--- config.mk ---
export PLATFORM = sky130hd
export DESIGN_NAME = sync_fifo
export DESIGN_NICKNAME = d
export VERILOG_FILES = /design/src/hw/sync_fifo.sv
export SDC_FILE = /design/constraint.sdc
export NUM_CORES = 1
export LEC_CHECK = 0
export ABC_AREA = 1
export BUFFER_PORTS_ARGS = -buffer_cell sky130_fd_sc_hd__buf_2
export CORE_MARGIN = 2
export CORE_UTILIZATION = 51
export CTS_BUF_LIST = sky130_fd_sc_hd__clkbuf_4 sky130_fd_sc_hd__clkbuf_8
export DETAILED_ROUTE_END_ITERATION = 16
export PLACE_DENSITY = 0.68
export SLEW_MARGIN = 20
export SYNTH_ARGS = -nofsm -noshare
export SYNTH_HDL_FRONTEND = slang
export SYNTH_SLANG_ARGS = --single-unit
export TNS_END_PERCENT = 1
--- constraint.sdc ---
create_clock -name clk_i -period 3 [get_ports clk_i]
set_input_delay 0.3 -clock clk_i [delete_from_list [all_inputs] [get_ports clk_i]]
set_output_delay 0.3 -clock clk_i [all_outputs]
set_load 0.03 [all_outputs]
--- src/hw/sync_fifo.sv ---
// single clock first-word-fall-through FIFO; DEPTH must be at least 2 and writes when full are dropped
`default_nettype none
`timescale 1ns/10ps

module sync_fifo #(
    parameter int DATA_W = 16,
    parameter int DEPTH = 16
) (
    input  wire logic              clk_i,
    input  wire logic              reset_ni,

    // write side
    input  wire logic [DATA_W-1:0] wr_data_i,
    input  wire logic              wr_en_i,

    // read side
    input  wire logic              rd_en_i,
    output logic      [DATA_W-1:0] rd_data_o,
    output logic                   rd_valid_o,

    output logic                   full_o
);

    logic [DATA_W-1:0] mem [DEPTH];

    logic [$clog2(DEPTH)-1:0]   wr_ptr_q;
    logic [$clog2(DEPTH)-1:0]   rd_ptr_q;
    logic [$clog2(DEPTH+1)-1:0] count_q;

    logic wr_ok;
    logic rd_ok;

    // head word is shown as soon as the count is non-zero
    assign rd_valid_o = (count_q != '0);
    assign full_o = (count_q == DEPTH);
    assign rd_data_o = mem[rd_ptr_q];

    assign wr_ok = wr_en_i && !full_o;
    assign rd_ok = rd_en_i && rd_valid_o;

    // storage
    always_ff @(posedge clk_i) begin
        if (wr_ok) begin
            mem[wr_ptr_q] <= wr_data_i;
        end
    end

    // pointers wrap explicitly so the depth need not be a power of two
    always_ff @(posedge clk_i) begin
        if (!reset_ni) begin
            wr_ptr_q <= '0;
            rd_ptr_q <= '0;
        end else begin
            if (wr_ok) begin
                if (wr_ptr_q == DEPTH - 1) begin
                    wr_ptr_q <= '0;
                end else begin
                    wr_ptr_q <= wr_ptr_q + 1'b1;
                end
            end
            if (rd_ok) begin
                if (rd_ptr_q == DEPTH - 1) begin
                    rd_ptr_q <= '0;
                end else begin
                    rd_ptr_q <= rd_ptr_q + 1'b1;
                end
            end
        end
    end

    // occupancy
    always_ff @(posedge clk_i) begin
        if (!reset_ni) begin
            count_q <= '0;
        end else begin
            case ({wr_ok, rd_ok})
                2'b10: begin
                    count_q <= count_q + 1'b1;
                end
                2'b01: begin
                    count_q <= count_q - 1'b1;
                end
                default: begin
                    // simultaneous write and read keeps the count
                    count_q <= count_q;
                end
            endcase
        end
    end

endmodule

`default_nettype wire

==> Yosys cells after proc, flatten, opt, wreduce, memory -nomap -nowiden <==
Memories as Yosys holds them, arrays and structs flattened. A register that Yosys moved wholly into a read port is not among the register bits.
Index checks and enable logic that the tools add are counted.
{ "totals": {"output_inout_bits": 18, "elab_cells": 25, "ram_bits": 256, "mem_count": 1, "register_bits": 13, "input_bits": 20} }
{ "classes": {"n_mux": 7, "addsub": 4, "reduce_logical": 5, "n_eq_ne": 5} }
{ "mem_list": {"columns": ["name", "depth", "word_bits", "rd", "rd_ports_with_merged_regs", "wr", "line", "text"], "rows": [
  ["mem", 16, 16, 1, 1, 1, "24", "logic [DATA_W-1:0] mem [DEPTH];"]
]} }
{ "op_table": {"columns": ["op", "count"], "rows": [
  ["$mux 4", 4],
  ["$pmux 5 s2", 1],
  ["$add 4x1->4 const B", 2],
  ["$eq 4x4->1 const B", 2],
  ["$add 5x1->5 const B", 1],
  ["$eq 5x5->1 const B", 1],
  ["$reduce_bool 5->1", 1],
  ["$sub 5x1->5 const B", 1],
  ["$eq 2x1->1 const B", 1],
  ["$eq 2x2->1 const B", 1],
  ["$logic_and 1x1->1", 2],
  ["$mux 1", 2],
  ["$reduce_bool 2->1", 1],
  ["$logic_not 1->1", 1]
]} }

==> Logic depth before layout (Yosys ltp) <==
{ "logic_depth": {"depth_word": 5, "depth_mapped": 17, "mapped_depth_nobuf": 17} }

==> Worst setup path after synthesis <==
No wires, ideal clock.
{ "synth_path": {"path_type": "register -> register", "startpoint": "register count_q[0]", "endpoint": "register count_q[4]", "path_buffers": 0, "required_time_ns": 2.891, "path_slack_ns": 0.680, "setup_ns": 0.109, "synth_period_minus_slack_ns": 2.320, "path_stages_with_launch": 17, "arrival_ns": 2.211, "path_cell_list": "dfxtp_1 > nor2_1 > nand4_1 > nand2_1 > inv_1 > ha_1 > nand2_1 > inv_1 > nor2_1 > ha_1 > inv_1 > nand2_1 > nand3_1 > nand3b_1 > nand3_1 > nand2_1 > inv_1"} }
{ "synth_between": {"word_cells_on_any_way": 11, "cone_classes": "add/sub (2); eq/ne (3); mux (1); reduce/logical (5)"} }
{ "synth_rtl": {"columns": ["element", "line", "text"], "rows": [
  ["start, declared", "28", "logic [$clog2(DEPTH+1)-1:0] count_q;"],
  ["start signal, assigned", "78", "count_q <= count_q + 1'b1;"],
  ["start signal, assigned", "81", "count_q <= count_q - 1'b1;"],
  ["start signal, assigned", "85", "count_q <= count_q;"],
  ["$reduce_bool 5->1 *", "34", "assign rd_valid_o = (count_q != '0);"],
  ["net rd_valid_o", "19", "output logic rd_valid_o,"],
  ["$logic_and 1x1->1 *", "39", "assign rd_ok = rd_en_i && rd_valid_o;"],
  ["$eq 2x1->1 or $eq 2x2->1 (tied branches)", "76", "case ({wr_ok, rd_ok})"],
  ["$pmux 5 s2 or $reduce_bool 2->1 (tied branches)", null, null]
]} }
Mark *: on every way through the listed nets, which the timed path passes. The rest lies on a longest branch.
A chain may end at the register's enable or synchronous reset.

==> results.sh <==
export IMPL_finalNetCount=1033
export IMPL_endpoint_kind="output pin"
export IMPL_reg2reg_slack_ns=0.78
export IMPL_wl_um=24100
export IMPL_instances_no_fill=1315
export IMPL_clockRootBuffer="clkbuf_8"
export IMPL_reg2reg_depth=16
export IMPL_worstSetupStartpointType="register"
export IMPL_grt_overflow=0
export IMPL_max_cap_viol_count=0
export IMPL_vias_per_cell=5.38
export IMPL_core_area_um2=21800
export IMPL_netlist_cell_type_count=22
export IMPL_ys_seq_elements=273
export IMPL_dpl_cell_count=1239
export IMPL_grt_total_usage_pct=20.7
export IMPL_syn_area_um2=11400
export IMPL_max_freq_ghz=0.385
export IMPL_r2r_start="count_q[0]"
export IMPL_grt_start_max_net_pins=63
export IMPL_synth_cells=949
export IMPL_worstPathRequired_ns=2.70
export IMPL_min_to="count_q[1]"
export IMPL_cts_sinks=273
export IMPL_die_w_um=153
export IMPL_drive_gt1_share_pct=14.6
export IMPL_syn_nets=978
export IMPL_cts_htree_levels=2
export IMPL_hold_viol=0
export IMPL_min_period_ns=2.60
export IMPL_synth_avg_cell_area_um2=12.0
export IMPL_cellLeakagePower_nw=4.72
export IMPL_synth_largest_area_cell="edfxtp_1"
export IMPL_finalCritPeriodShare_pct=86.6
export IMPL_route_detailed_drc=0
export IMPL_ir_drop_mv=0.306
export IMPL_firstDrtPassIters=5
export IMPL_area_growth_pct=12.5
export IMPL_p_int_mw=6.83
export IMPL_crit_arrival_ns=2.30
export IMPL_clockBufferDepth=3
export IMPL_status="complete, no violations"
export IMPL_placed_area_um2=11900
export IMPL_drtAntennaViolNets=0
export IMPL_cts_resized=0
export IMPL_fin_area_um2=12800
export IMPL_synth_top_cell_area_share_pct=67.7
export IMPL_clkPwrFrac_pct=30.5
export IMPL_dp_hpwl_um=14200
export IMPL_portBuffers=37
export IMPL_grt_pass1_vias=6766
export IMPL_io_pins=38
export IMPL_slew_violations=0
export IMPL_grt_pass1_wl_um=37400
export IMPL_tns_ns=0
export IMPL_insertion_delay_ns=0.54
export IMPL_initial_core_util_pct=52.0
export IMPL_hold_start="reset_ni"
export IMPL_via_count=7076
export IMPL_finClkSkew_ns=0.0118
export IMPL_die_y_um=153
export IMPL_multi_input_area_um2=2490
export IMPL_cts_clk_slew_worst_paths_ns=0.06
export IMPL_post_cts_setup_buffers=0
export IMPL_slew_headroom_pct=44.3
export IMPL_reg2reg_to="count_q[4]"
export IMPL_postCtsHoldBufs=0
export IMPL_cts_tree="done"
export IMPL_final_util_pct=58.5
export IMPL_synth_warnings=0
export IMPL_comb_power_share_pct=24.6
export IMPL_p_total_mw=10.0
export IMPL_powerDensity_nw_per_um2=785
export IMPL_swShare_pct=31.9
export IMPL_num_rows=54
export IMPL_min_path_cells=3
export IMPL_seqCellArea_um2=8040
export IMPL_rsz0062_at_grt="no"
export IMPL_worst_pin_slew_ns=0.834
export IMPL_min_path_type="input pin to register"
export IMPL_drt_iter0_markers=566
export IMPL_synthTopCellsByArea="edfxtp_1 68%, inv_1 5.0%, nand3_1 4.7%"
export IMPL_cts_buffers=43
export IMPL_crit_type="register to output pin"
export IMPL_antennaDiodeCount=0
export IMPL_finalSetupViolCount=0
export IMPL_place_gp_congestion=0.796
export IMPL_seq_area_frac_synth_pct=70.7
export IMPL_antenna_found_initial=1
export IMPL_fillerInstances=1738
export IMPL_crit_fanout=42
export IMPL_p_seq_share_pct=44.9
export IMPL_p_sw_mw=3.20
export IMPL_die_area_um2=23500
export IMPL_wl_per_cell_um=18.3
[cell families after synthesis]
group	after synthesis	synth area share, %
flops	273	70.7
simple gates	250	9.61
compound gates	209	10.6
buf+inv	204	7.72
fa+ha+maj	9	0.992
xor+xnor	4	0.309
[power by group through the flow]
stage               clock (mW)  combinational (mW)  sequential, mW
floorplan                    0                1.89            4.44
global placement             0                2.43            4.58
detailed placement           0                2.47            4.59
CTS                       3.12                2.47            4.51
global route              3.30                2.74            4.53
finish                    3.06                2.46            4.51
[worst max-delay path: stages, from the launching register on]
cell and delay (ns):
dfxtp_4 0.66, buf_12 0.26, a21oi_1 0.08, o21ai_0 0.11, nand3_1 0.11, nand3_1 0.12
nand2_1 0.16, buf_2 0.22
[flip-flops by register name, indices dropped and copies added (netlist names), named ones only]
name      cells
wr_ptr_q      4
count_q       5
mem         256
rd_ptr_q      4
[stage by stage]
| stage | worst slack, ns | hold slack (ns) |
|---|---|---|
| floorplan | 0.680 | 0.399 |
| global placement | 0.838 | 0.483 |
| detailed placement | 0.781 | 0.501 |
| CTS | 0.365 | 0.0338 |
| global route | 0.248 | 0.0834 |
| finish | 0.403 | 0.0640 |
[how the worst max path moves through the flow]
stage / from / depth (start not counted) / endpoint
floorplan: count_q[0] / 16 / count_q[4]
global placement: count_q[0] / 6 / mem[8][0]
detailed placement: count_q[0] / 6 / mem[8][7]
CTS: register / 7 / rd_data_o[8]
global route: register / 7 / rd_data_o[10]
finish: register / 7 / rd_data_o[8]
[layout make-up]
| class | count | share of cell area, % |
|---|---|---|
| flip-flops and latches | 273 | 62.9 |
| well taps | 280 | 2.74 |
| multi-input cells | 472 | 19.5 |
| inverters | 152 | 4.47 |
| clock inverters | 12 | 0.607 |
| clock buffers | 64 | 5.97 |
| repair buffers | 62 | 3.80 |
[cells in the final DEF, fill, tap and decap left out, types with 5 or more instances in the layout]
master and instances:
edfxtp_1 256, inv_1 152, nand2_1 110, nand3_1 107, a21oi_1 73, o21ai_0 71, o211ai_1 64, clkbuf_8 45
buf_2 37, clkbuf_4 19, buf_4 16, nor2_2 15, dfxtp_1 15, nor2_1 10, ha_1 9, buf_12 9
clkinv_1 6, clkinv_2 5
[Yosys cell counts]
cell and count:
nand2_1 110, ha_1 9, nand3_1 107, inv_1 152
a21oi_1 73, o21ai_0 71, nand2_2 1, buf_2 10
nand3b_1 2, nor2_1 25, buf_1 6, dfxtp_1 17
edfxtp_1 256, nand4_1 2, buf_6 11, xor2_1 2
buf_4 4, nor3_1 3, o211ai_1 64, xnor2_1 2
clkbuf_1 21, o21bai_1 1
[routing by layer]
layer / up-vias / global-route usage (%) / share of wire [%]
li1: 3446 / - / -
met1: 3386 / 29.2 / 45
met2: 204 / 32.8 / 47
met3: 38 / 4.20 / 6.4
met4: 2 / 6.61 / 1.8
met5: - / 0 / 0.042
No activity file was read; power rests on OpenSTA's default activity.
