[config.mk]
export PLATFORM = sky130hd
export DESIGN_NAME = sample_id_stamper
export DESIGN_NICKNAME = d
export VERILOG_FILES = /design/src/hw/grid_pkg.sv /design/src/hw/sample_id_stamper.sv
export SDC_FILE = /design/constraint.sdc
export NUM_CORES = 1
export LEC_CHECK = 0
export ABC_AREA = 1
export BUFFER_PORTS_ARGS = -buffer_cell sky130_fd_sc_hd__buf_4
export CAP_MARGIN = 25
export CORE_MARGIN = 3
export CORE_UTILIZATION = 45
export CTS_CLUSTER_SIZE = 25
export DETAILED_ROUTE_END_ITERATION = 12
export GPL_ROUTABILITY_DRIVEN = 0
export HOLD_SLACK_MARGIN = 0.02
export PLACE_DENSITY = 0.72
export SLEW_MARGIN = 20
export SYNTH_ARGS = -nofsm -noshare
export SYNTH_HDL_FRONTEND = slang
export SYNTH_SLANG_ARGS = --single-unit
[constraint.sdc]
create_clock -name clk_i -period 2.81 [get_ports clk_i]
set_input_delay 0.1405 -clock clk_i [delete_from_list [all_inputs] [get_ports clk_i]]
set_output_delay 0.1405 -clock clk_i [all_outputs]
set_load 0.01 [all_outputs]
[src/hw/grid_pkg.sv]
// widths and field offsets are fixed at these values and the RTL assumes IQ_WIDTH divides SAMPLE_ID_WIDTH
`default_nettype none

package grid_pkg;

    // sample and output word
    localparam int IQ_WIDTH = 16;
    localparam int BLK_EXP_LEN = 8;

    // user word field widths
    localparam int SFN_WIDTH = 10;
    localparam int SUBFRAME_NUMBER_WIDTH = 5;
    localparam int SYMBOL_NUMBER_WIDTH = 4;

    // user word layout from bit 0 upward
    // spare bit, block exponent, symbol, subframe, system frame number
    localparam int BLK_EXP_LSB = 1;
    localparam int SYMBOL_LSB = BLK_EXP_LSB + BLK_EXP_LEN;
    localparam int SUBFRAME_LSB = SYMBOL_LSB + SYMBOL_NUMBER_WIDTH;
    localparam int SFN_LSB = SUBFRAME_LSB + SUBFRAME_NUMBER_WIDTH;
    localparam int USER_WIDTH = SFN_LSB + SFN_WIDTH;

    // sample index, sent as several output words
    localparam int SAMPLE_ID_WIDTH = 64;
    localparam int NUM_TIMESTAMP_WORDS = SAMPLE_ID_WIDTH / IQ_WIDTH;
    localparam int TS_CNT_WIDTH = $clog2(NUM_TIMESTAMP_WORDS);

    // IQ FIFO entry holds {block exponent, last, iq}
    localparam int IQ_FIFO_WIDTH = BLK_EXP_LEN + 1 + IQ_WIDTH;

    // FIFO depths
    localparam int IQ_FIFO_DEPTH = 1024;
    localparam int ID_FIFO_DEPTH = 16;

    // subscriber FSM encoding
    localparam int STATE_WIDTH = 2;
    localparam logic [STATE_WIDTH-1:0] ST_IDLE = 2'd0;
    localparam logic [STATE_WIDTH-1:0] ST_TS_START = 2'd1;
    localparam logic [STATE_WIDTH-1:0] ST_TS_SHIFT = 2'd2;
    localparam logic [STATE_WIDTH-1:0] ST_FORWARD = 2'd3;

endpackage

`default_nettype wire

[src/hw/sample_id_stamper.sv]
// counts every input beat from zero after reset; the 64-bit counter is assumed never to wrap
`default_nettype none
`timescale 1ns/10ps

module sample_id_stamper import grid_pkg::*; (
    input  wire logic                       clk_i,
    input  wire logic                       reset_ni,

    // input strobe, observed only
    input  wire logic                       iq_valid_i,
    input  wire logic                       iq_last_i,

    // write port of the sample-id FIFO
    output logic      [SAMPLE_ID_WIDTH-1:0] id_data_o,
    output logic                            id_valid_o
);

    logic [SAMPLE_ID_WIDTH-1:0] count_q;
    // next beat opens a symbol
    logic                       start_q;

    always_ff @(posedge clk_i) begin
        if (!reset_ni) begin
            count_q <= '0;
            start_q <= 1'b1;
            id_valid_o <= 1'b0;
        end else begin
            // one FIFO write per symbol start
            id_valid_o <= iq_valid_i && start_q;
            if (iq_valid_i) begin
                count_q <= count_q + 1'b1;
                start_q <= iq_last_i;
            end
        end
    end

    // pre-increment count, i.e. beats seen before this symbol
    always_ff @(posedge clk_i) begin
        if (iq_valid_i && start_q) begin
            id_data_o <= count_q;
        end
    end

endmodule

`default_nettype wire

### Yosys cells after proc, flatten, opt, wreduce, memory -nomap -nowiden

Index checks and enable logic that the tools add are counted.

| operators by class | value |
|---|---|
| add/sub/neg operators | 1 |
| reduce and logical (&&, ||, !) cells | 1 |

Operator list:

| cell | count |
|---|---|
| adder 64 x 1 -> 64 bit, second input constant | 1 |
| logical AND 1 bit | 1 |

| word-level totals | value |
|---|---|
| output and inout bits | 65 |
| input port bits | 4 |
| bits in registers | 130 |
| word-level logic and storage cells | 6 |

### Longest topological paths before layout

Gate-level depths: netlist (run 1).

| depth | value |
|---|---|
| depth after elaboration | 1 |
| depth in mapped cells | 11 |

### Worst setup path before layout (run 1)

Ideal clock, no wire load.

| timing | value |
|---|---|
| kind | in2reg |
| start point | input iq_valid_i |
| end point | register id_data_o[0] (enable) |
| setup time | 0.418 ns |
| cell stages on the path | 4 |
| required time | 2.392 ns |
| arrival time | 1.783 ns |
| setup slack | 0.609 ns |
| path buffers | 2 |
| cells stage by stage | buf_4 -> buf_2 -> nand2_1 -> inv_1 |

| on the way | value |
|---|---|
| word-level cells in the longest chain between the ends | 1 |

Ends and longest elaborated chain:

| what | line | text |
|---|---|---|
| from (decl) | sample_id_stamper.sv:10 | `input wire logic iq_valid_i,` |
| logical AND 1 bit | sample_id_stamper.sv:39 | `if (iq_valid_i && start_q) begin` |
| to (signal assigned) | sample_id_stamper.sv:40 | `id_data_o <= count_q;` |
| to (decl) | sample_id_stamper.sv:14 | `output logic [SAMPLE_ID_WIDTH-1:0] id_data_o,` |

Every way passes these cells.
A chain may end at the register's enable or synchronous reset.

### Worst setup path after layout (run 1)

| timing | value |
|---|---|
| start point | register count_q[0] |
| end point | register count_q[22] |

| on the way | value |
|---|---|
| word-level cells in the longest chain between the ends | 1 |

Ends and longest elaborated chain:

| what | line | text |
|---|---|---|
| from (decl) | sample_id_stamper.sv:18 | `logic [SAMPLE_ID_WIDTH-1:0] count_q;` |
| from (signal assigned) | sample_id_stamper.sv:31 | `count_q <= count_q + 1'b1;` |
| adder 64 x 1 -> 64 bit | sample_id_stamper.sv:31 |  |

Every way passes these cells.

==> results of run 1 <==
metal layers:
layer / up-vias / wire length, um / track usage
li1: 2443 / - / -
met1: 2285 / 6430 / 0.282
met2: 179 / 6550 / 0.328
met3: 36 / 1030 / 0.0570
met4: 0 / 326 / 0.0737
met5: - / 0 / 0
critical path: cells and delay by family, from the launching register on:
family / cells / cell delay (ns)
flops: 1 / 0.41
simple gates: 7 / 0.91
fa+ha+maj: 1 / 0.20
buf+inv: 2 / 0.16
worst paths after layout:
path | start | endpoint | slack, ns | cells past startpoint
setup / recovery | count_q[0] | count_q[22] | 0.98 | 10
hold / removal | iq_valid_i | start_q | 0.11 | 3
setup reg to reg | count_q[0] | count_q[22] | 0.98 | 10
hold reg to reg | start_q | start_q | 0.46 | 2
report_power, final:
part / switching, mW / internal [mW]
Combinational: 0.0889 / 0.0554
Clock: 0.826 / 1.48
Sequential: 0.0139 / 2.03
Total: 0.929 / 3.56
timing repair:
action                                 4_1_cts  5_1_grt
buffers inserted                             0        0
hold buffers                                 1        0
endpoints found under the hold margin        1        0
synth_stat cells, drive strengths merged (3+ instances only):
cell / number
o21ai: 9
and3: 4
inv: 58
nor3: 12
a21oi: 33
nand4: 11
nor2: 176
nand2: 183
o21a: 3
o21bai: 3
xor2: 9
dfxtp: 66
buf: 6
edfxtp: 64
nand3: 49
final cells by class:
cell class	instances	area, um2	area share
timing repair buffer	70	541	0.0752
inverter	59	221	0.0308
multi-input combinational	501	2350	0.327
clock inverter	14	188	0.0261
tap	172	215	0.0299
clock buffer	18	429	0.0597
sequential	130	3240	0.451
cell families after synthesis:
family / Yosys count / share of synthesized area
xor+xnor: 10 / 0.0149
flops: 130 / 0.553
buf+inv: 67 / 0.0448
compound gates: 51 / 0.0482
simple gates: 439 / 0.336
fa+ha+maj: 1 / 0.00213
registers in the layout, indices dropped and copies added, names as in the netlist:
name,flops
id_valid_o,1
start_q,1
count_q,64
id_data_o,64
==> summary.md, run 1 <==
| Metric | Value |
|---|---|
| Status | finished clean |
| Largest net degree at the start of global routing | 63 |
| Routed Wire Length | ~14000 um |
| Final period util | 0.652 |
| Overall routing resource usage | 0.210 |
| Wire per inst | 14.9 um |
| Synthesized flop and latch total | between 100 and 150 |
| Ys flop type | dfxtp_1 |
| Critical path peak fanout | 6 |
| Die ar. | 0.0144 mm2 |
| Port bufs | 68 |
| Slew @ Worst Pin | 0.582 ns |
| Starting density of the core | 0.463 |
| Maximum achievable frequency | 0.546 GHz |
| Final antenna-violating net count | 0 |
| Sequential cell area fraction in the yosys report | 0.553 |
| RSZ-0062 raised after global routing | false |
| Clock buffer depth | 2 |
| Clk_lat worst skew | about 0.43 ns |
| Die Width | around 120 um |
| Critical Path RT | 3.09 ns |
| Crit-path max cell delay | 0.41 ns |
| Most frequent cells in the layout | 171 x nand2_1, 146 x nor2_1, 68 x buf_4 |
| Share of cells above drive strength 1 | 0.197 |
| DR vias/cell | slightly above 5 |
| Filler cell count | 1127 |
| Htree depth | 4 |
| Final cell count without fillers | roughly 960 |
| Crit. End Element | flip-flop |
| Hold violation count in the final report | 0 |
| Post-CTS sizing | 0 |
| Worst slack, placed | 1.02 ns |
| Syn Nets | 703 |
| Core Region | approximately 0.013 mm2 |
| Total gr overflow | 0 |
| Nets | 784 |
| Synth warnings | 0 |
| Layout area overhead | 22.7% |
| # diodes | 0 |
| Area leader, netlist | edfxtp_1 |
| Final Max Tran Viols | 0 |
| Cells after Synth | 698 |
| Post-synth EDFFs | 64 |
| Setup TNS | 0 ns |
| Final worst path period need | 1.83 ns |
| Initial DRC Count | about 380 |
| Placed Area | around 0.0066 mm2 |
| Final Instance Area | 0.00719 mm2 |
| Asr flop ratio synth | 0 |
| Post-synth cell types | 33 |
| Lkg Pwr | 2.61 nW |
| Worst Slack Setup Final | a little under 1 ns |
| Startpoint types | flip-flop |
| Worst path arrival time | about 2.1 ns |
| Hpwl dp | 10100 um |
| Inst Count DP | 931 |
| Hold slack | 0.106 ns |
| Max cap viols | 0 |
| Die Ht | 120 um |
| Final core utilization | 0.568 |
| Most frequent CP cell | nand2_1 |
| TritonCTS clock tree | built |
| Worst hold path class | in -> reg |
| Vias in the first global route | 4809 |
| Max IR drop VDD | between 0.3 and 0.4 mV |
| Top post-synthesis cells by area | edfxtp_1 33%, dfxtp_1 23%, nand2_1 11% |
| Tot Pwr | approximately 4.5 mW |
| WS Path Type | reg -> reg |
| Final routed DRC violation total | 0 |
| Netlist Area Pre-Place | 0.00586 mm2 |
| Iteration count of the initial detailed-routing pass | 5 |
| Critical Path, Cell by Cell | ha_1 > nand2_1 > inv_1 > nand2_1 > inv_2 > nand4_1 > nor2_2 > nand3_1 > nand2_1 > nor2_1 |
| Core Rows | 41 |
| Avg Inst Size Synth | between 8 and 9 um2 |
| Power per cell area | 624 mW/mm2 |
| Worst-case headroom to the max-slew limit | 0.612 |
| Yosys top cell area share | 0.328 |
| Initial antenna violation count | 0 |
| Vias | 4943 |
| Final setup violation count | 0 |
| Layout Skew | 0.0124 ns |
| Sink Count | 130 |
| Clk root buf | clkbuf_16 |
| Number of buffers created by CTS | 17 |
| First-pass GRT wire length | about 24000 um |
| Commonest non-fill, non-tap cell in the layout | nand2_1 |
| CP max stage cell | dfxtp_1 |
| CTS clk-pin slew, worst paths | around 0.060 ns |
| I/O pin cnt | between 60 and 70 |
Power figures use the tool's default switching activity.
==> inputs of run 2 (changes only) <==
--- a/config.mk
+++ b/config.mk
@@ -5,7 +5,7 @@
 export SDC_FILE = /design/constraint.sdc
 export NUM_CORES = 1
 export LEC_CHECK = 0
-export ABC_AREA = 1
+export ABC_AREA = 0
 export BUFFER_PORTS_ARGS = -buffer_cell sky130_fd_sc_hd__buf_4
 export CAP_MARGIN = 25
 export CORE_MARGIN = 3
@@ -14,7 +14,7 @@
 export DETAILED_ROUTE_END_ITERATION = 12
 export GPL_ROUTABILITY_DRIVEN = 0
 export HOLD_SLACK_MARGIN = 0.02
-export PLACE_DENSITY = 0.72
+export PLACE_DENSITY = 0.75
 export SLEW_MARGIN = 20
 export SYNTH_ARGS = -nofsm -noshare
 export SYNTH_HDL_FRONTEND = slang
==> constraint.sdc (replaced) <==
create_clock -name clk_i -period 1.65 [get_ports clk_i]
set_input_delay 0.0825 -clock clk_i [delete_from_list [all_inputs] [get_ports clk_i]]
set_output_delay 0.0825 -clock clk_i [all_outputs]
set_load 0.01 [all_outputs]
==> run 2 against run 1 <==
The flow now finishes with violations (negative setup slack); first-iteration DRC count is 26% lower; synthesized cell count down 37%; sequential share of layout area fell by 3.9 points; power increased by 67%; setup slack got worse by 1.3 ns; critical endpoint is now count_q[46]; routed wire length up 9.5%; clock skew down 0.0025 ns; register-to-register slack got worse by 1.3 ns; final area rose by 11%; count of clock-buffer cells in the layout is 2 higher; via count decreased by 6.4%.
==> summary.md, run 2 <==
| Metric | Value |
|---|---|
| Number of buffers created by CTS | 17 (unchanged) |
| Critical Path Source | count_q[29] |
| Final antenna-violating net count | 0 (unchanged) |
| First-pass GRT wire length | 21700 um (-8.3%) |
| Placed Area | 0.00666 mm2 (+1.5%) |
| Sequential cell area fraction in the yosys report | 0.631 (+0.0776) |
| Iteration count of the initial detailed-routing pass | 8 (+3) |
| Core Region | 0.0110 mm2 (-13%) |
| Max cap viols | 0 (unchanged) |
| Worst Slack Setup Final | -0.371 ns (-1.35 ns) |
| Failing checks | negative setup slack |
| Port bufs | 68 (unchanged) |
| Vias in the first global route | 4492 (-6.6%) |
| R2R Path End | count_q[46] |
| Synthesized flop and latch total | 130 (unchanged) |
| Core Rows | 38 (-7.3%) |
| Number of cells on the critical path | 6 (-4) |
| Cells after Synth | 440 (-37%) |
| CP max stage cell | nor4_4 |
| Die ar. | 0.0127 mm2 (-12%) |
| Hold violation count in the final report | 0 (unchanged) |
| Clk_lat worst skew | 0.42 ns (about the same) |
| Overall routing resource usage | 0.214 (+0.00424) |
| Slew @ Worst Pin | 0.446 ns (-0.135 ns) |
| Worst path arrival time | 2.36 ns (+0.25 ns) |
| Synth cell count leaders | 66 x dfxtp_1, 64 x edfxtp_1, 37 x nor2_1, 32 x a21oi_1, 28 x nand3_1 |
| Final routed DRC violation total | 0 (unchanged) |
| CP top delay family | simple AND/OR/NAND/NOR gates |
| Power per cell area | 940 mW/mm2 (+51%) |
| Top-count cell post-synth | dfxtp_1 |
| Hold Startpoint | iq_valid_i |
| Routed Wire Length | 15700 um (+9.5%) |
| Asr flop ratio synth | 0 (unchanged) |
| Status | complete, but fails checks |
| Total gr overflow | 0 (unchanged) |
| R2R setup slack | -0.37 ns (-1.35 ns) |
| # diodes | 0 (unchanged) |
| Avg Inst Size Synth | 11.7 um2 (+39%) |
| Final worst path period need | 2.02 ns (+0.189 ns) |
| Most frequent cells in the layout | 188 x buf_4, 64 x edfxtp_1, 36 x nor2_1 |
| Worst hold path class | in -> reg |
| Max IR drop VDD | 0.610 mV (+81%) |
| Reg2reg start | count_q[29] |
| Hold slack | 0.162 ns (+0.0558 ns) |
| Critical path peak fanout | 5 (-1) |
| CTS clk-pin slew, worst paths | 0.06 ns (about the same) |
| Layout Skew | 0.00984 ns (-0.00253 ns) |
| Htree depth | 4 (unchanged) |
| Maximum achievable frequency | 0.495 GHz (-9.3%) |
| Critical Path RT | 1.99 ns (-1.10 ns) |
| TritonCTS clock tree | built |
| Share of cells above drive strength 1 | 0.511 (+0.314) |
| Die Ht | 113 um (-6.0%) |
| Post-synth cell types | 35 (+6.1%) |
| Netlist Area Pre-Place | 0.00514 mm2 (-12%) |
| Commonest non-fill, non-tap cell in the layout | buf_4 |
| Hpwl dp | 8490 um (-16%) |
| I/O pin cnt | 69 (unchanged) |
| Critical Path, Cell by Cell | nand4_4 > nor4_4 > buf_4 > nand3_4 > or3_1 > a21oi_1 |
| Startpoint types | flip-flop |
| Crit path capture | count_q[46] |
| Yosys top cell area share | 0.374 (+0.0460) |
| Vias | 4625 (-6.4%) |
| Final period util | 1.22 (+0.573) |
| Nets | 663 (-15%) |
| Reg2Reg Depth | 6 (-4) |
| Worst-case headroom to the max-slew limit | 0.701 (+0.0891) |
| Final setup violation count | 34 (+34) |
| Area leader, netlist | edfxtp_1 |
| Wire per inst | 19.3 um (+30%) |
| Starting density of the core | 0.468 (+0.00546) |
| Ys flop type | dfxtp_1 |
| WS Path Type | reg -> reg |
| Top Registers | count_q: 64 flops, id_data_o: 64 flops |
| Sink Count | 130 (unchanged) |
| Clk root buf | clkbuf_16 |
| Crit path buffers/inverters | 1 (-1) |
| Largest net degree at the start of global routing | 43 (-32%) |
| Clock buffer depth | 2 (unchanged) |
| Top post-synthesis cells by area | edfxtp_1 37%, dfxtp_1 26%, xnor2_1 3.2% |
| RSZ-0062 raised after global routing | true |
| Synth warnings | 0 (unchanged) |
| Post-synth EDFFs | 64 (unchanged) |
| Final Max Tran Viols | 0 (unchanged) |
| Final Instance Area | 0.00799 mm2 (+11%) |
| Die Width | 113 um (-6.0%) |
| Lkg Pwr | 3.17 nW (+22%) |
| Initial antenna violation count | 0 (unchanged) |
| Initial DRC Count | 281 (-26%) |
| Final core utilization | 0.728 (+0.160) |
| DR vias/cell | 5.70 (+11%) |
| Crit. End Element | flip-flop |
| Syn Nets | 445 (-37%) |
| Crit-path max cell delay | 0.46 ns (+0.05 ns) |
| Layout area overhead | 55.5% |
[run 2: cell types whose count changed in the layout (fill, tap and decap cells not counted), sizes merged, moves of 14 or more]
cell / previous run / this run
or3: 0 / 24
nand3: 49 / 29
nor2: 176 / 37
buf: 69 / 210
o21ai: 9 / 23
nand2: 183 / 26
inv: 59 / 5
xnor2: 1 / 19
[run 2: worst reg2reg max path: cells and delay by family (launching register included)]
family	cells	cell delay, ns
AOI/OAI and AO/OA	1	0.13
buffers and inverters	1	0.21
DFF	1	0.44
and+or+nand+nor	4	1.16
[run 2: logic make-up after synthesis]
group                      Yosys count  synth area share
muxes                                4           0.00779
and+or+nand+nor                    191             0.225
adders and majority gates            1           0.00243
buffers and inverters               21            0.0178
DFF                                130             0.631
AOI/OAI and AO/OA                   64            0.0667
xor gates and xnor gates            29            0.0494
[run 2: power breakdown]
part,switching [mW],internal (mW),leakage (nW)
registers,0.0338,3.48,1.17
logic,0.180,0.156,1.74
clock network,1.40,2.26,0.260
[run 2: repair_timing]
action,in CTS,in global routing
hold endpoints to repair,4,0
hold buffers,3,0
pin swaps,23,44
buffers inserted,17,18
setup endpoints to repair,46,51
cloned,2,1
resized for setup,30,76
[run 2: routing by layer]
layer  up-vias  global-route usage  share of wire
met5         -                   0              0
met4         0              0.0921          0.054
met3        73              0.0663          0.065
met2       232               0.380           0.53
met1      2233               0.236           0.35
li1       2087                   -              -
[run 2: through the flow]
| step | std cells | setup WS (ns) | TNS (ns) | total power [mW] |
|---|---|---|---|---|
| 2_1_floorplan | 440 | -0.113 | -0.921 | 3.71 |
| 3_3_place_gp | 740 | -0.201 | -3.54 | 3.89 |
| 3_5_place_dp | 740 | -0.353 | -5.66 | 3.90 |
| 4_1_cts | 794 | -0.217 | -5.02 | 7.52 |
| 5_1_grt | 811 | -0.463 | -9.71 | 7.71 |
| 6_report | 811 | -0.371 | -6.31 | 7.51 |
[run 2: layout make-up]
class | instances | area (um2)
clock buffer | 20 | 447
clock inverter | 12 | 135
fill | 650 | 2990
inverter | 6 | 22.5
multi-input combinational | 290 | 2220
sequential | 130 | 3290
tap | 140 | 175
timing repair buffer | 213 | 1700
[run 2: how the worst min path moves through the flow]
stage                 endpoint  slack [ns]  cells past startpoint
finish              count_q[0]        0.16                      4
global route        count_q[1]        0.17                      4
CTS                 count_q[1]        0.13                      4
detailed placement     start_q        0.31                      3
global placement       start_q        0.30                      3
floorplan              start_q        0.14                      1
