File: src/hw/grid_pkg.sv
// widths and field offsets are fixed at these values and the RTL assumes IQ_WIDTH divides SAMPLE_ID_WIDTH
`default_nettype none

package grid_pkg;

    // sample and output word
    localparam int IQ_WIDTH = 16;
    localparam int BLK_EXP_LEN = 8;

    // user word field widths
    localparam int SFN_WIDTH = 10;
    localparam int SUBFRAME_NUMBER_WIDTH = 5;
    localparam int SYMBOL_NUMBER_WIDTH = 4;

    // user word layout from bit 0 upward
    // spare bit, block exponent, symbol, subframe, system frame number
    localparam int BLK_EXP_LSB = 1;
    localparam int SYMBOL_LSB = BLK_EXP_LSB + BLK_EXP_LEN;
    localparam int SUBFRAME_LSB = SYMBOL_LSB + SYMBOL_NUMBER_WIDTH;
    localparam int SFN_LSB = SUBFRAME_LSB + SUBFRAME_NUMBER_WIDTH;
    localparam int USER_WIDTH = SFN_LSB + SFN_WIDTH;

    // sample index, sent as several output words
    localparam int SAMPLE_ID_WIDTH = 64;
    localparam int NUM_TIMESTAMP_WORDS = SAMPLE_ID_WIDTH / IQ_WIDTH;
    localparam int TS_CNT_WIDTH = $clog2(NUM_TIMESTAMP_WORDS);

    // IQ FIFO entry holds {block exponent, last, iq}
    localparam int IQ_FIFO_WIDTH = BLK_EXP_LEN + 1 + IQ_WIDTH;

    // FIFO depths
    localparam int IQ_FIFO_DEPTH = 1024;
    localparam int ID_FIFO_DEPTH = 16;

    // subscriber FSM encoding
    localparam int STATE_WIDTH = 2;
    localparam logic [STATE_WIDTH-1:0] ST_IDLE = 2'd0;
    localparam logic [STATE_WIDTH-1:0] ST_TS_START = 2'd1;
    localparam logic [STATE_WIDTH-1:0] ST_TS_SHIFT = 2'd2;
    localparam logic [STATE_WIDTH-1:0] ST_FORWARD = 2'd3;

endpackage

`default_nettype wire

File: src/hw/grid_subscriber.sv
// output ignores m_ready_i apart from reporting overflow; a symbol's sample index must reach its FIFO
`default_nettype none
`timescale 1ns/10ps

module grid_subscriber import grid_pkg::*; (
    input  wire logic                       clk_i,
    input  wire logic                       reset_ni,

    // head of the IQ FIFO
    input  wire logic [IQ_WIDTH-1:0]        iq_data_i,
    input  wire logic                       iq_last_i,
    input  wire logic [BLK_EXP_LEN-1:0]     blk_exp_i,
    input  wire logic                       iq_valid_i,

    // head of the sample-id FIFO
    input  wire logic [SAMPLE_ID_WIDTH-1:0] id_data_i,
    input  wire logic                       id_valid_i,

    // ready from the DMA
    input  wire logic                       m_ready_i,

    // FIFO read enables
    output logic                            iq_rd_en_o,
    output logic                            id_rd_en_o,

    // stream to the DMA
    output logic      [IQ_WIDTH-1:0]        m_data_o,
    output logic                            m_valid_o,

    // status
    output logic                            overflow_o,
    output logic                            int_o
);

    logic [STATE_WIDTH-1:0]     state_q;
    logic [SAMPLE_ID_WIDTH-1:0] id_buf_q;
    logic [TS_CNT_WIDTH-1:0]    word_cnt_q;

    // last IQ word of the symbol leaves the FIFO this cycle
    logic last_pop;
    // delays the interrupt until the cycle after that word is shown
    logic int_pend_q;

    assign last_pop = (state_q == ST_FORWARD) && iq_rd_en_o && iq_valid_i && iq_last_i;

    // control path
    always_ff @(posedge clk_i) begin
        if (!reset_ni) begin
            state_q <= ST_IDLE;
            word_cnt_q <= '0;
            m_valid_o <= 1'b0;
            iq_rd_en_o <= 1'b0;
            id_rd_en_o <= 1'b0;
        end else begin
            case (state_q)
                ST_IDLE: begin
                    // a symbol has reached the IQ FIFO, so send its block exponent
                    m_valid_o <= iq_valid_i;
                    if (iq_valid_i) begin
                        state_q <= ST_TS_START;
                    end
                end
                ST_TS_START: begin
                    // low timestamp word goes out straight from the FIFO head
                    m_valid_o <= id_valid_i;
                    if (id_valid_i) begin
                        id_rd_en_o <= 1'b1;
                        word_cnt_q <= TS_CNT_WIDTH'(1);
                        state_q <= ST_TS_SHIFT;
                    end
                end
                ST_TS_SHIFT: begin
                    id_rd_en_o <= 1'b0;
                    m_valid_o <= 1'b1;
                    if (word_cnt_q == TS_CNT_WIDTH'(NUM_TIMESTAMP_WORDS - 1)) begin
                        iq_rd_en_o <= 1'b1;
                        state_q <= ST_FORWARD;
                    end else begin
                        word_cnt_q <= word_cnt_q + 1'b1;
                    end
                end
                ST_FORWARD: begin
                    // empty FIFO shows up as a gap on the output
                    m_valid_o <= iq_valid_i;
                    if (last_pop) begin
                        iq_rd_en_o <= 1'b0;
                        state_q <= ST_IDLE;
                    end
                end
                default: begin
                    state_q <= ST_IDLE;
                end
            endcase
        end
    end

    // data path
    always_ff @(posedge clk_i) begin
        case (state_q)
            ST_IDLE: begin
                m_data_o <= {{(IQ_WIDTH - BLK_EXP_LEN){1'b0}}, blk_exp_i};
            end
            ST_TS_START: begin
                m_data_o <= id_data_i[IQ_WIDTH-1:0];
                id_buf_q <= id_data_i >> IQ_WIDTH;
            end
            ST_TS_SHIFT: begin
                m_data_o <= id_buf_q[IQ_WIDTH-1:0];
                id_buf_q <= id_buf_q >> IQ_WIDTH;
            end
            default: begin
                m_data_o <= iq_data_i;
            end
        endcase
    end

    // status
    always_ff @(posedge clk_i) begin
        if (!reset_ni) begin
            overflow_o <= 1'b0;
            int_pend_q <= 1'b0;
            int_o <= 1'b0;
        end else begin
            // beat offered but not taken by the DMA
            overflow_o <= m_valid_o && !m_ready_i;
            int_pend_q <= last_pop;
            int_o <= int_pend_q;
        end
    end

endmodule

`default_nettype wire

File: config.mk
export PLATFORM = sky130hd
export DESIGN_NAME = grid_subscriber
export DESIGN_NICKNAME = d
export VERILOG_FILES = /design/src/hw/grid_pkg.sv /design/src/hw/grid_subscriber.sv
export SDC_FILE = /design/constraint.sdc
export NUM_CORES = 1
export LEC_CHECK = 0
export BUFFER_PORTS_ARGS = -buffer_cell sky130_fd_sc_hd__buf_2
export CORE_ASPECT_RATIO = 0.75
export CORE_MARGIN = 3
export CORE_UTILIZATION = 53
export DETAILED_ROUTE_END_ITERATION = 8
export PLACE_DENSITY = 0.85
export SYNTH_ARGS = -nofsm -noshare
export SYNTH_HDL_FRONTEND = slang
export SYNTH_SLANG_ARGS = --single-unit
File: constraint.sdc
create_clock -name clk_i -period 4.7 [get_ports clk_i]
set_clock_uncertainty 0.1 [all_clocks]
set_input_delay 0.94 -clock clk_i [delete_from_list [all_inputs] [get_ports clk_i]]
set_output_delay 0.94 -clock clk_i [all_outputs]
set_load 0.05 [all_outputs]
; Word level (Yosys, flattened, before mapping)
; Cells that the tools add are included.
[word_totals]
elab_cells = 49
ramBits = 0
mem_bits_ro = 0
out_inout_bits = 21
n_memories = 0
latch_bits = 0
inputBits = 94
register_bits = 90
[op_classes]
n_lt_le_gt_ge = 0
n_div = 0
shift = 0
n_mul = 0
n_eq_ne = 9
n_addsub = 1
n_bitwise = 0
mux = 16
n_reduce_logical = 13
[op_table]
columns = cell, count
row1 = $pmux W64 S2, 1
row2 = $pmux W16 S3, 1
row3 = $mux W2, 6
row4 = $ne A2 B2 Y1 const B, 5
row5 = $pmux W2 S4, 1
row6 = $eq A2 B2 Y1 const B, 3
row7 = $reduce_and A3 Y1, 2
row8 = $logic_and A1 B1 Y1, 4
row9 = $pmux W1 S2, 2
row10 = $pmux W2 S2, 1
row11 = $reduce_and A4 Y1, 1
row12 = $reduce_bool A2 Y1, 2
row13 = $mux W1, 3
row14 = $pmux W1 S3, 1
row15 = $add A2 B1 Y2 const B, 1
row16 = $eq A2 B1 Y1 const B, 1
row17 = $logic_not A2 Y1, 1
row18 = $reduce_and A2 Y1, 1
row19 = $reduce_or A2 Y1, 1
row20 = $logic_not A1 Y1, 1

; Depth between registers and ports, before layout
; Gate-level depths: netlist of run 1.
[logic_depth]
depth_word = 6
depth_mapped = 7

; Least setup slack after synthesis of run 1
; OpenSTA, ideal clock, no wires.
[synth_timing]
kind = register -> register
from = reg state_q[0]
to = reg id_buf_q[0], enable pin
arrival_time_ns = 1.701
t_required_ns = 4.194
path_buffers = 0
path_slack_ns = 2.493
path_stages_with_launch = 3
setup_ns = 0.406
cell_sequence = dfxtp_1 -> inv_1 -> ha_1
[synth_between]
elab_chain_cells = 2
word_cells_on_any_way = 3
cone_classes = 2 x eq/ne / 1 x reduce/logical
[synth_rtl]
columns = element, line
row1 = "start, declared", grid_subscriber.sv:35  ; logic [STATE_WIDTH-1:0] state_q;
row2 = "start signal, assigned", grid_subscriber.sv:49  ; state_q <= ST_IDLE;
row3 = "start signal, assigned", grid_subscriber.sv:60  ; state_q <= ST_TS_START;
row4 = "start signal, assigned", grid_subscriber.sv:69  ; state_q <= ST_TS_SHIFT;
row5 = $eq A2 B2 Y1 / $eq A2 B1 Y1 (equally long branches), grid_subscriber.sv:99  ; case (state_q)
row6 = $reduce_bool A2 Y1 (no source line) *, n/a
row7 = "end signal, assigned", grid_subscriber.sv:105  ; id_buf_q <= id_data_i >> IQ_WIDTH;
row8 = "end signal, assigned", grid_subscriber.sv:109  ; id_buf_q <= id_buf_q >> IQ_WIDTH;
row9 = "end, declared", grid_subscriber.sv:36  ; logic [SAMPLE_ID_WIDTH-1:0] id_buf_q;
; Every way passes the cells marked *; elsewhere a longest branch is shown, timed or not.
; A chain may end at the register's enable or synchronous reset.

; Worst setup path after layout of run 1
[layout_timing]
from = reg state_q[0]
to = reg state_q[0]
[layout_between]
elab_chain_cells = 6
word_cells_on_any_way = 13
cone_classes = 7 x eq/ne / 1 x mux / 5 x reduce/logical
[layout_rtl]
columns = element, line
row1 = $eq A2 B2 Y1, "grid_subscriber.sv:44, grid_subscriber.sv:55"
row2 = $logic_and A1 B1 Y1 (3 in a row), grid_subscriber.sv:44  ; assign last_pop = (state_q == ST_FORWARD) && iq_rd_en_o && iq_valid_i && iq_last_i;
row3 = $ne A2 B2 Y1 (no source line), n/a
row4 = $reduce_and A4 Y1 (no source line), n/a
; Several ways; a longest one is shown, not always the timed one.

==> results_dict.tcl, run 1 <==
set metrics [dict create \
    status "complete, no violations" \
    rsz0062_at_grt "false" \
    endpoint_kind "flop" \
    finalNetCount 448 \
    drtIter0Drc 118 \
    cts_root_buffer "clkbuf_8" \
    grt.busiest_layer "met2" \
    synth-edff-count 48 \
    yosys_most_used_dff "edfxtp_1" \
    critPathMaxFanout 41 \
    die_area_um2 6980 \
    syn_nets 337 \
    ant_nets 0 \
    ys_types 29 \
    post_cts_buffers 0 \
    cts_tree "built" \
    crit_path_max_incr_delay_ns 0.76 \
    synth.largest_area_cell "edfxtp_1" \
    cts_buffer_depth 2 \
    grt_max_degree 51 \
    yosysWarnings 0 \
    via_count 2162 \
    hold_viol 0 \
    slowest_stage "ha_2" \
    finalSetupTns_ns 0 \
    die_x_um 95.5 \
    stdcell_area_um2 4000 \
    cp.arrival_ns 2.58 \
    track_usage 0.187 \
    crit_chain "inv_1 -> ha_2 -> buf_4 -> nor2b_1 -> a2111oi_4 -> mux2i_1" \
    period_needed_ns 2.47 \
    htreeDepth 3 \
    whs_ns 0.335 \
    placed_area_um2 3790 \
    critPathTopFamily "adder cells" \
    cts_buffers 9 \
    clk_pin_slew_ns 0.07 \
    min_period_over_period 0.525 \
    timing.slew.headroom 0.274 \
    avgSynthCellArea_um2 13.5 \
    path_class "reg -> reg" \
    io_pins 115 \
    finalSetupViolCount 0 \
    cp_num_cells 6 \
    fmax_ghz 0.405 \
    worstHoldStart "int_pend_q$_SDFF_PN0_" \
    p_total_mw 2.68 \
    initial_core_util 0.570 \
    wl_mm 6.44 \
    hold_class "reg -> reg" \
    vias_per_cell 5.06 \
    tightest_slew_ns 1.09 \
    synth_area_leaders "edfxtp_1, dfxtp_1, mux2_2" \
    core_um2 5580 \
    max_cap_viol_count 0 \
    drc 0 \
    timing.rr.start "state_q[0]$_SDFFE_PN0P_" \
    cp.required_ns 4.81 \
    p_per_area_nw_per_um2 670 \
    worstRegToRegCells 6 \
    dpl.hpwl_mm 4.68 \
    dp_cells 411 \
    ys_ff_latch 74 \
    p_leak_nw 1.66 \
    numPortBuffers 114 \
    grt_pass1_vias 2034 \
    num_rows 23 \
    syn_area_um2 3180 \
    grt_antenna_before_repair 0 \
    pre_cts_ws_ns 2.21 \
    drive_above_1_share 0.477 \
    min_path_cells 1 \
    ir_drop_v 0.000347 \
    met3_usage 0.0680 \
    die_h_um 73.1 \
    synth_cells 236 \
    grtUsageMet2 0.288 \
    grt_pass1_wl_mm 9.63 \
    cts_resized 0 \
    synth_seq_area_share 0.617 \
    finish.utilization 0.716 \
    synth_top_area_frac 0.453 \
    synth_common_cells "edfxtp_1, mux2_2, dfxtp_1" \
    slew_viol_final 0 \
    instances_no_fill 427 \
    critPathBufInv 2 \
    grt-ovfl-total 0 \
    cts_num_sinks 74 \
    fin_ws_ns 2.23 \
    first_pass_iters 5 \
    grtUsageMet1 0.246 \
    crit_path_start_kind "flop" \
    ctsHoldBuffers 0 \
    wire_per_inst_um 15.1 \
    num_antenna_cells 0 \
    gp_congestion 0.755 \
    synth.most_common_cell "edfxtp_1" \
    area_growth_syn_to_layout_pct 25.6 \
    crit_start "state_q[0]$_SDFFE_PN0P_" \
    async_flop_share 0 \
    clk_latency_ns 0.34 \
]
report_power, final:
part | leakage (nW) | switching (mW) | internal, mW | total, mW
clock network | 0.111 | 0.219 | 0.266 | 0.485
registers | 0.670 | 0.104 | 1.12 | 1.23
logic | 0.877 | 0.642 | 0.324 | 0.966
total | 1.66 | 0.965 | 1.71 | 2.68
kinds of logic after synthesis:
logic type	count (synthesis)	share of synthesized area
buffers and inverters	28	0.0381
adder cells (fa/ha/maj)	7	0.0275
flip-flops	74	0.617
multiplexers	43	0.148
AO/OA/AOI/OAI	38	0.0881
AND/OR/NAND/NOR	46	0.0814
metal layers:
layer	vias to the layer above	share of wire
li1	1083	-
met1	989	0.43
met2	85	0.47
met3	5	0.085
met4	0	0.011
met5	-	0
cell type report:
cell class	instances	area, µm²
Inverter	13	48.8
Sequential cell	74	1960
Fill cell	398	1590
Tap cell	75	93.8
Timing Repair Buffer	115	578
Multi-Input combinational cell	134	1100
Clock inverter	3	18.8
Clock buffer	13	190
layout by cell type (no fill, tap or decap), types with 2 or more instances in the layout:
cell type / instances
buf_2: 114
mux2_2: 33
clkbuf_8: 12
mux2i_1: 10
ha_1: 5
edfxtp_1: 48
a21oi_1: 3
nor2b_1: 18
a222oi_1: 8
dfxtp_1: 26
nand3_1: 2
o21ai_0: 14
ha_2: 2
and2_1: 2
a31oi_1: 2
nand2b_1: 3
nand2_1: 14
inv_1: 13
clkinv_2: 2
a22oi_1: 8
path summary, 6_finish.rpt:
path | to | slack (ns)
setup / recovery | state_q[0]$_SDFFE_PN0P_ | 2.23
hold reg to reg | int_o$_SDFF_PN0_ | 0.34
setup reg to reg | state_q[0]$_SDFFE_PN0P_ | 2.23
hold / removal | int_o$_SDFF_PN0_ | 0.34
flip-flops by register name, summed over array words and instances, names as in the netlist:
signal,count
int_o,1
m_valid_o,1
m_data_o,16
int_pend_q,1
word_cnt_q,2
overflow_o,1
id_rd_en_o,1
iq_rd_en_o,1
state_q,2
id_buf_q,48
Note: power is estimated with default switching activity, not from simulation.
==> run 2: changes to the inputs <==
CORE_UTILIZATION = 44   (was 53)
PLACE_DENSITY = 0.75   (was 0.85)
clock period = 2.06 ns   (was 4.7 ns; I/O delays follow)
==> results_dict.tcl, run 2 (synthesis gave the netlist of run 1 again) <==
set metrics [dict create \
    path_class "reg -> reg" \
    p_leak_nw 1.70 \
    placed_area_um2 3900 \
    crit_path_start_kind "flop" \
    grt_pass1_wl_mm 10.4 \
    min_period_over_period 0.882 \
    regMostFlops "id_buf_q" \
    fmax_ghz 0.551 \
    crit_start "state_q[1]$_SDFFE_PN0P_" \
    dp_cells 440 \
    grt_max_degree 47 \
    max_cap_viol_count 0 \
    grt_pass1_vias 2152 \
    rsz0062_at_grt "false" \
    tightest_slew_ns 0.455 \
    area_growth_syn_to_layout_pct 29.7 \
    worstHoldStart "m_ready_i" \
    initial_core_util 0.461 \
    grt-ovfl-total 0 \
    cts_num_sinks 74 \
    clk_pin_slew_ns 0.08 \
    critPathTopFamily "flip-flops" \
    vias_per_cell 4.78 \
    status "complete, no violations" \
    num_rows 26 \
    endpoint_kind "flop" \
    layout_common_cells "buf_2, edfxtp_1, mux2_2" \
    crit_path_max_incr_delay_ns 0.41 \
    io_pins 115 \
    finalSetupTns_ns 0 \
    cts_buffer_depth 2 \
    stdcell_area_um2 4130 \
    die_x_um 104 \
    gp_congestion 0.801 \
    ant_nets 0 \
    p_per_area_nw_per_um2 1570 \
    cts_buffers 9 \
    finalSetupViolCount 0 \
    clk_latency_ns 0.33 \
    p_total_mw 6.48 \
    drtIter0Drc 119 \
    num_antenna_cells 0 \
    critPathMaxFanout 8 \
    grt_antenna_before_repair 0 \
    hold_class "in -> reg" \
    core_um2 6900 \
    drive_above_1_share 0.479 \
    via_count 2175 \
    drc 0 \
    wire_per_inst_um 14.4 \
    hold_viol 0 \
    slowest_stage "dfxtp_1" \
    dpl.hpwl_mm 4.81 \
    reg.largest.list "id_buf_q x48, m_data_o x16" \
    ctsHoldBuffers 0 \
    cts_root_buffer "clkbuf_8" \
    track_usage 0.163 \
    whs_ns 0.130 \
    post_cts_buffers 0 \
    timing.rr.start "state_q[1]$_SDFFE_PN0P_" \
    cp.required_ns 2.22 \
    largest_register_ffs 48 \
    numPortBuffers 114 \
    layout_commonest_cell "buf_2" \
    finalNetCount 454 \
    wl_mm 6.54 \
    die_h_um 79.6 \
    fillers 606 \
    cts_resized 0 \
    slew_viol_final 0 \
    timing.slew.headroom 0.696 \
    critPathBufInv 1 \
    ir_drop_v 0.000737 \
    htreeDepth 3 \
    first_pass_iters 7 \
    instances_no_fill 455 \
    crit_chain "inv_1 -> ha_1 -> nor2b_1 -> a2111oi_4 -> mux2i_1" \
    period_needed_ns 1.82 \
    die_area_um2 8300 \
    cts_tree "built" \
    cp.arrival_ns 1.98 \
]
[run 2: cell types whose count changed in the layout (fill, tap and decap cells not counted), sizes merged]
| cell | change |
|---|---|
| buf | +6 |
| clkbuf | -4 |
| bufinv | +3 |
[run 2: final timing paths]
path,depth (start not counted),slack [ns],to
setup / recovery,5,0.24,state_q[1]$_SDFFE_PN0P_
hold / removal,2,0.13,overflow_o$_SDFF_PN0_
setup reg to reg,5,0.24,state_q[1]$_SDFFE_PN0P_
hold reg to reg,1,0.34,int_o$_SDFF_PN0_
[run 2: cell type report]
type                            instances  area (µm²)  area share
Sequential cell                        74        1960       0.475
Clock buffer                            9         124      0.0300
Clock inverter                          6         106      0.0258
Inverter                               13        48.8      0.0118
Multi-Input combinational cell        134        1100       0.267
Timing Repair Buffer                  121         661       0.160
Tap cell                               98         123      0.0297
[run 2: stage by stage]
step | setup WS, ns | utilization
after global placement | 0.339 | 0.565
final | 0.244 | 0.599
after floorplan | 0.256 | -
after CTS | 0.235 | 0.599
after global routing | 0.128 | 0.599
after detailed placement | 0.242 | 0.565
[run 2: power by group]
| group | internal, mW | leakage (nW) | switching [mW] |
|---|---|---|---|
| sequential | 2.54 | 0.670 | 0.214 |
| clock | 0.792 | 0.114 | 0.497 |
| combinational | 0.914 | 0.919 | 1.53 |
| total | 4.24 | 1.70 | 2.24 |
[run 2: metal layers]
layer  vias to the layer above  routed length, µm  track usage
met5                         -                  0            0
met4                         0                 80       0.0584
met3                         6                434       0.0598
met2                        92               2930        0.237
met1                       983               3090        0.224
li1                       1094                  -            -
==> run 3: changes to the inputs <==
BUFFER_PORTS_ARGS = -buffer_cell sky130_fd_sc_hd__clkbuf_2   (was -buffer_cell sky130_fd_sc_hd__buf_2)
==> results_dict.tcl, run 3 (synthesis gave the netlist of run 1 again) <==
set metrics [dict create \
    wl_mm 6.83 \
    seq_area_um2 1960 \
    largest_register_ffs 48 \
    fmax_ghz 0.552 \
    ctsHoldBuffers 0 \
    pre_cts_ws_ns 0.241 \
    io_pins 115 \
    drtIter0Drc 129 \
    grt_pass1_wl_mm 10.9 \
    max_cap_viol_count 0 \
    period_needed_ns 1.81 \
    area_growth_syn_to_layout_pct 28.7 \
    status "complete, no violations" \
    layout_common_cells "clkbuf_2, edfxtp_1, mux2_2" \
    cts_tree "built" \
    grt-ovfl-total 0 \
    crit_chain "inv_1 -> ha_1 -> nor2b_1 -> a2111oi_4 -> mux2i_1" \
    p_switching_mw 2.34 \
    vias_per_cell 4.86 \
    layout_commonest_cell "clkbuf_2" \
    ir_drop_v 0.000650 \
    die_h_um 79.6 \
    internal_power_mw 4.01 \
    critPathBufInv 1 \
    wire_per_inst_um 15.0 \
    die_x_um 104 \
    cts_resized 0 \
    endpoint_kind "flop" \
    first_pass_iters 5 \
    tightest_slew_ns 0.451 \
    regMostFlops "id_buf_q" \
    instances_no_fill 456 \
    critPathTopFamily "compound AO/OA/AOI/OAI gates" \
    hold_viol 0 \
    num_antenna_cells 0 \
    combPwrFrac 0.385 \
    critPathMaxFanout 8 \
    drive_above_1_share 0.483 \
    core_um2 6900 \
    fin_ws_ns 0.248 \
    min_period_over_period 0.879 \
    die_area_um2 8300 \
    via_count 2216 \
    grt_antenna_before_repair 0 \
    cp.required_ns 2.24 \
    fillers 594 \
    crit_path_max_incr_delay_ns 0.40 \
    hold_class "in -> reg" \
    grt_max_degree 47 \
    slew_viol_final 0 \
    finalSetupTns_ns 0 \
    finalSetupViolCount 0 \
    grt_pass1_vias 2193 \
    clk_pin_slew_ns 0.09 \
    cts_buffer_depth 2 \
    rsz0062_at_grt "false" \
    multiInputGateArea_um2 1100 \
    cts_num_sinks 74 \
    cts_root_buffer "clkbuf_8" \
    crit_path_start_kind "flop" \
    initial_core_util 0.461 \
    track_usage 0.172 \
    cts_buffers 9 \
    timing.slew.headroom 0.699 \
    gp_congestion 0.806 \
    dpl.hpwl_mm 5.03 \
    drc 0 \
    numPortBuffers 114 \
    p_leak_nw 1.70 \
    cp.arrival_ns 1.99 \
    p_sw_frac 0.368 \
    reg.largest.list "id_buf_q x48, m_data_o x16" \
    p_per_area_nw_per_um2 1550 \
    clk_latency_ns 0.35 \
    dp_cells 440 \
    htreeDepth 3 \
    pwr-share-seq 0.438 \
    path_class "reg -> reg" \
    num_rows 26 \
    ant_nets 0 \
    pwr-share-clk 0.177 \
    post_cts_buffers 0 \
    finalNetCount 454 \
    slowest_stage "a2111oi_4" \
]
## run 3: through the flow
stage | area, µm² | power, mW | hold slack (ns) | utilization
after floorplan | 3180 | 4.45 | 0.312 | -
after global placement | 3900 | 5.19 | 0.318 | 0.565
after detailed placement | 3900 | 5.28 | 0.323 | 0.565
after CTS | 4100 | 6.42 | 0.122 | 0.594
after global routing | 4100 | 6.75 | 0.116 | 0.594
final | 4100 | 6.35 | 0.138 | 0.594
## run 3: cell type report
type	instances	area share
Clock buffer	9	0.0302
Clock inverter	7	0.0183
Inverter	13	0.0119
Multi-Input combinational cell	134	0.269
Sequential cell	74	0.479
Tap cell	98	0.0299
Timing Repair Buffer	121	0.161
## run 3: worst paths after layout
kind	start	to	slack (ns)	cells after the start
max reg2reg	state_q[1]$_SDFFE_PN0P_	state_q[0]$_SDFFE_PN0P_	0.25	5
min reg2reg	int_pend_q$_SDFF_PN0_	int_o$_SDFF_PN0_	0.35	1
min	m_ready_i	overflow_o$_SDFF_PN0_	0.14	2
max	state_q[1]$_SDFFE_PN0P_	state_q[0]$_SDFFE_PN0P_	0.25	5
## run 3: routing by layer
metal  GRT usage  vias up  routed length, µm
li1            -     1100                  -
met1       0.230     1010               3110
met2       0.259       99               3070
met3      0.0671        7                561
met4      0.0531        0                 87
met5           0        -                  0
## run 3: power by group through the flow
stage / Sequential, mW / Combinational [mW] / Clock (mW)
after floorplan: 3.21 / 1.24 / 0
after global placement: 2.78 / 2.41 / 0
after detailed placement: 2.81 / 2.46 / 0
after CTS: 2.79 / 2.47 / 1.15
after global routing: 2.85 / 2.67 / 1.23
final: 2.78 / 2.44 / 1.13
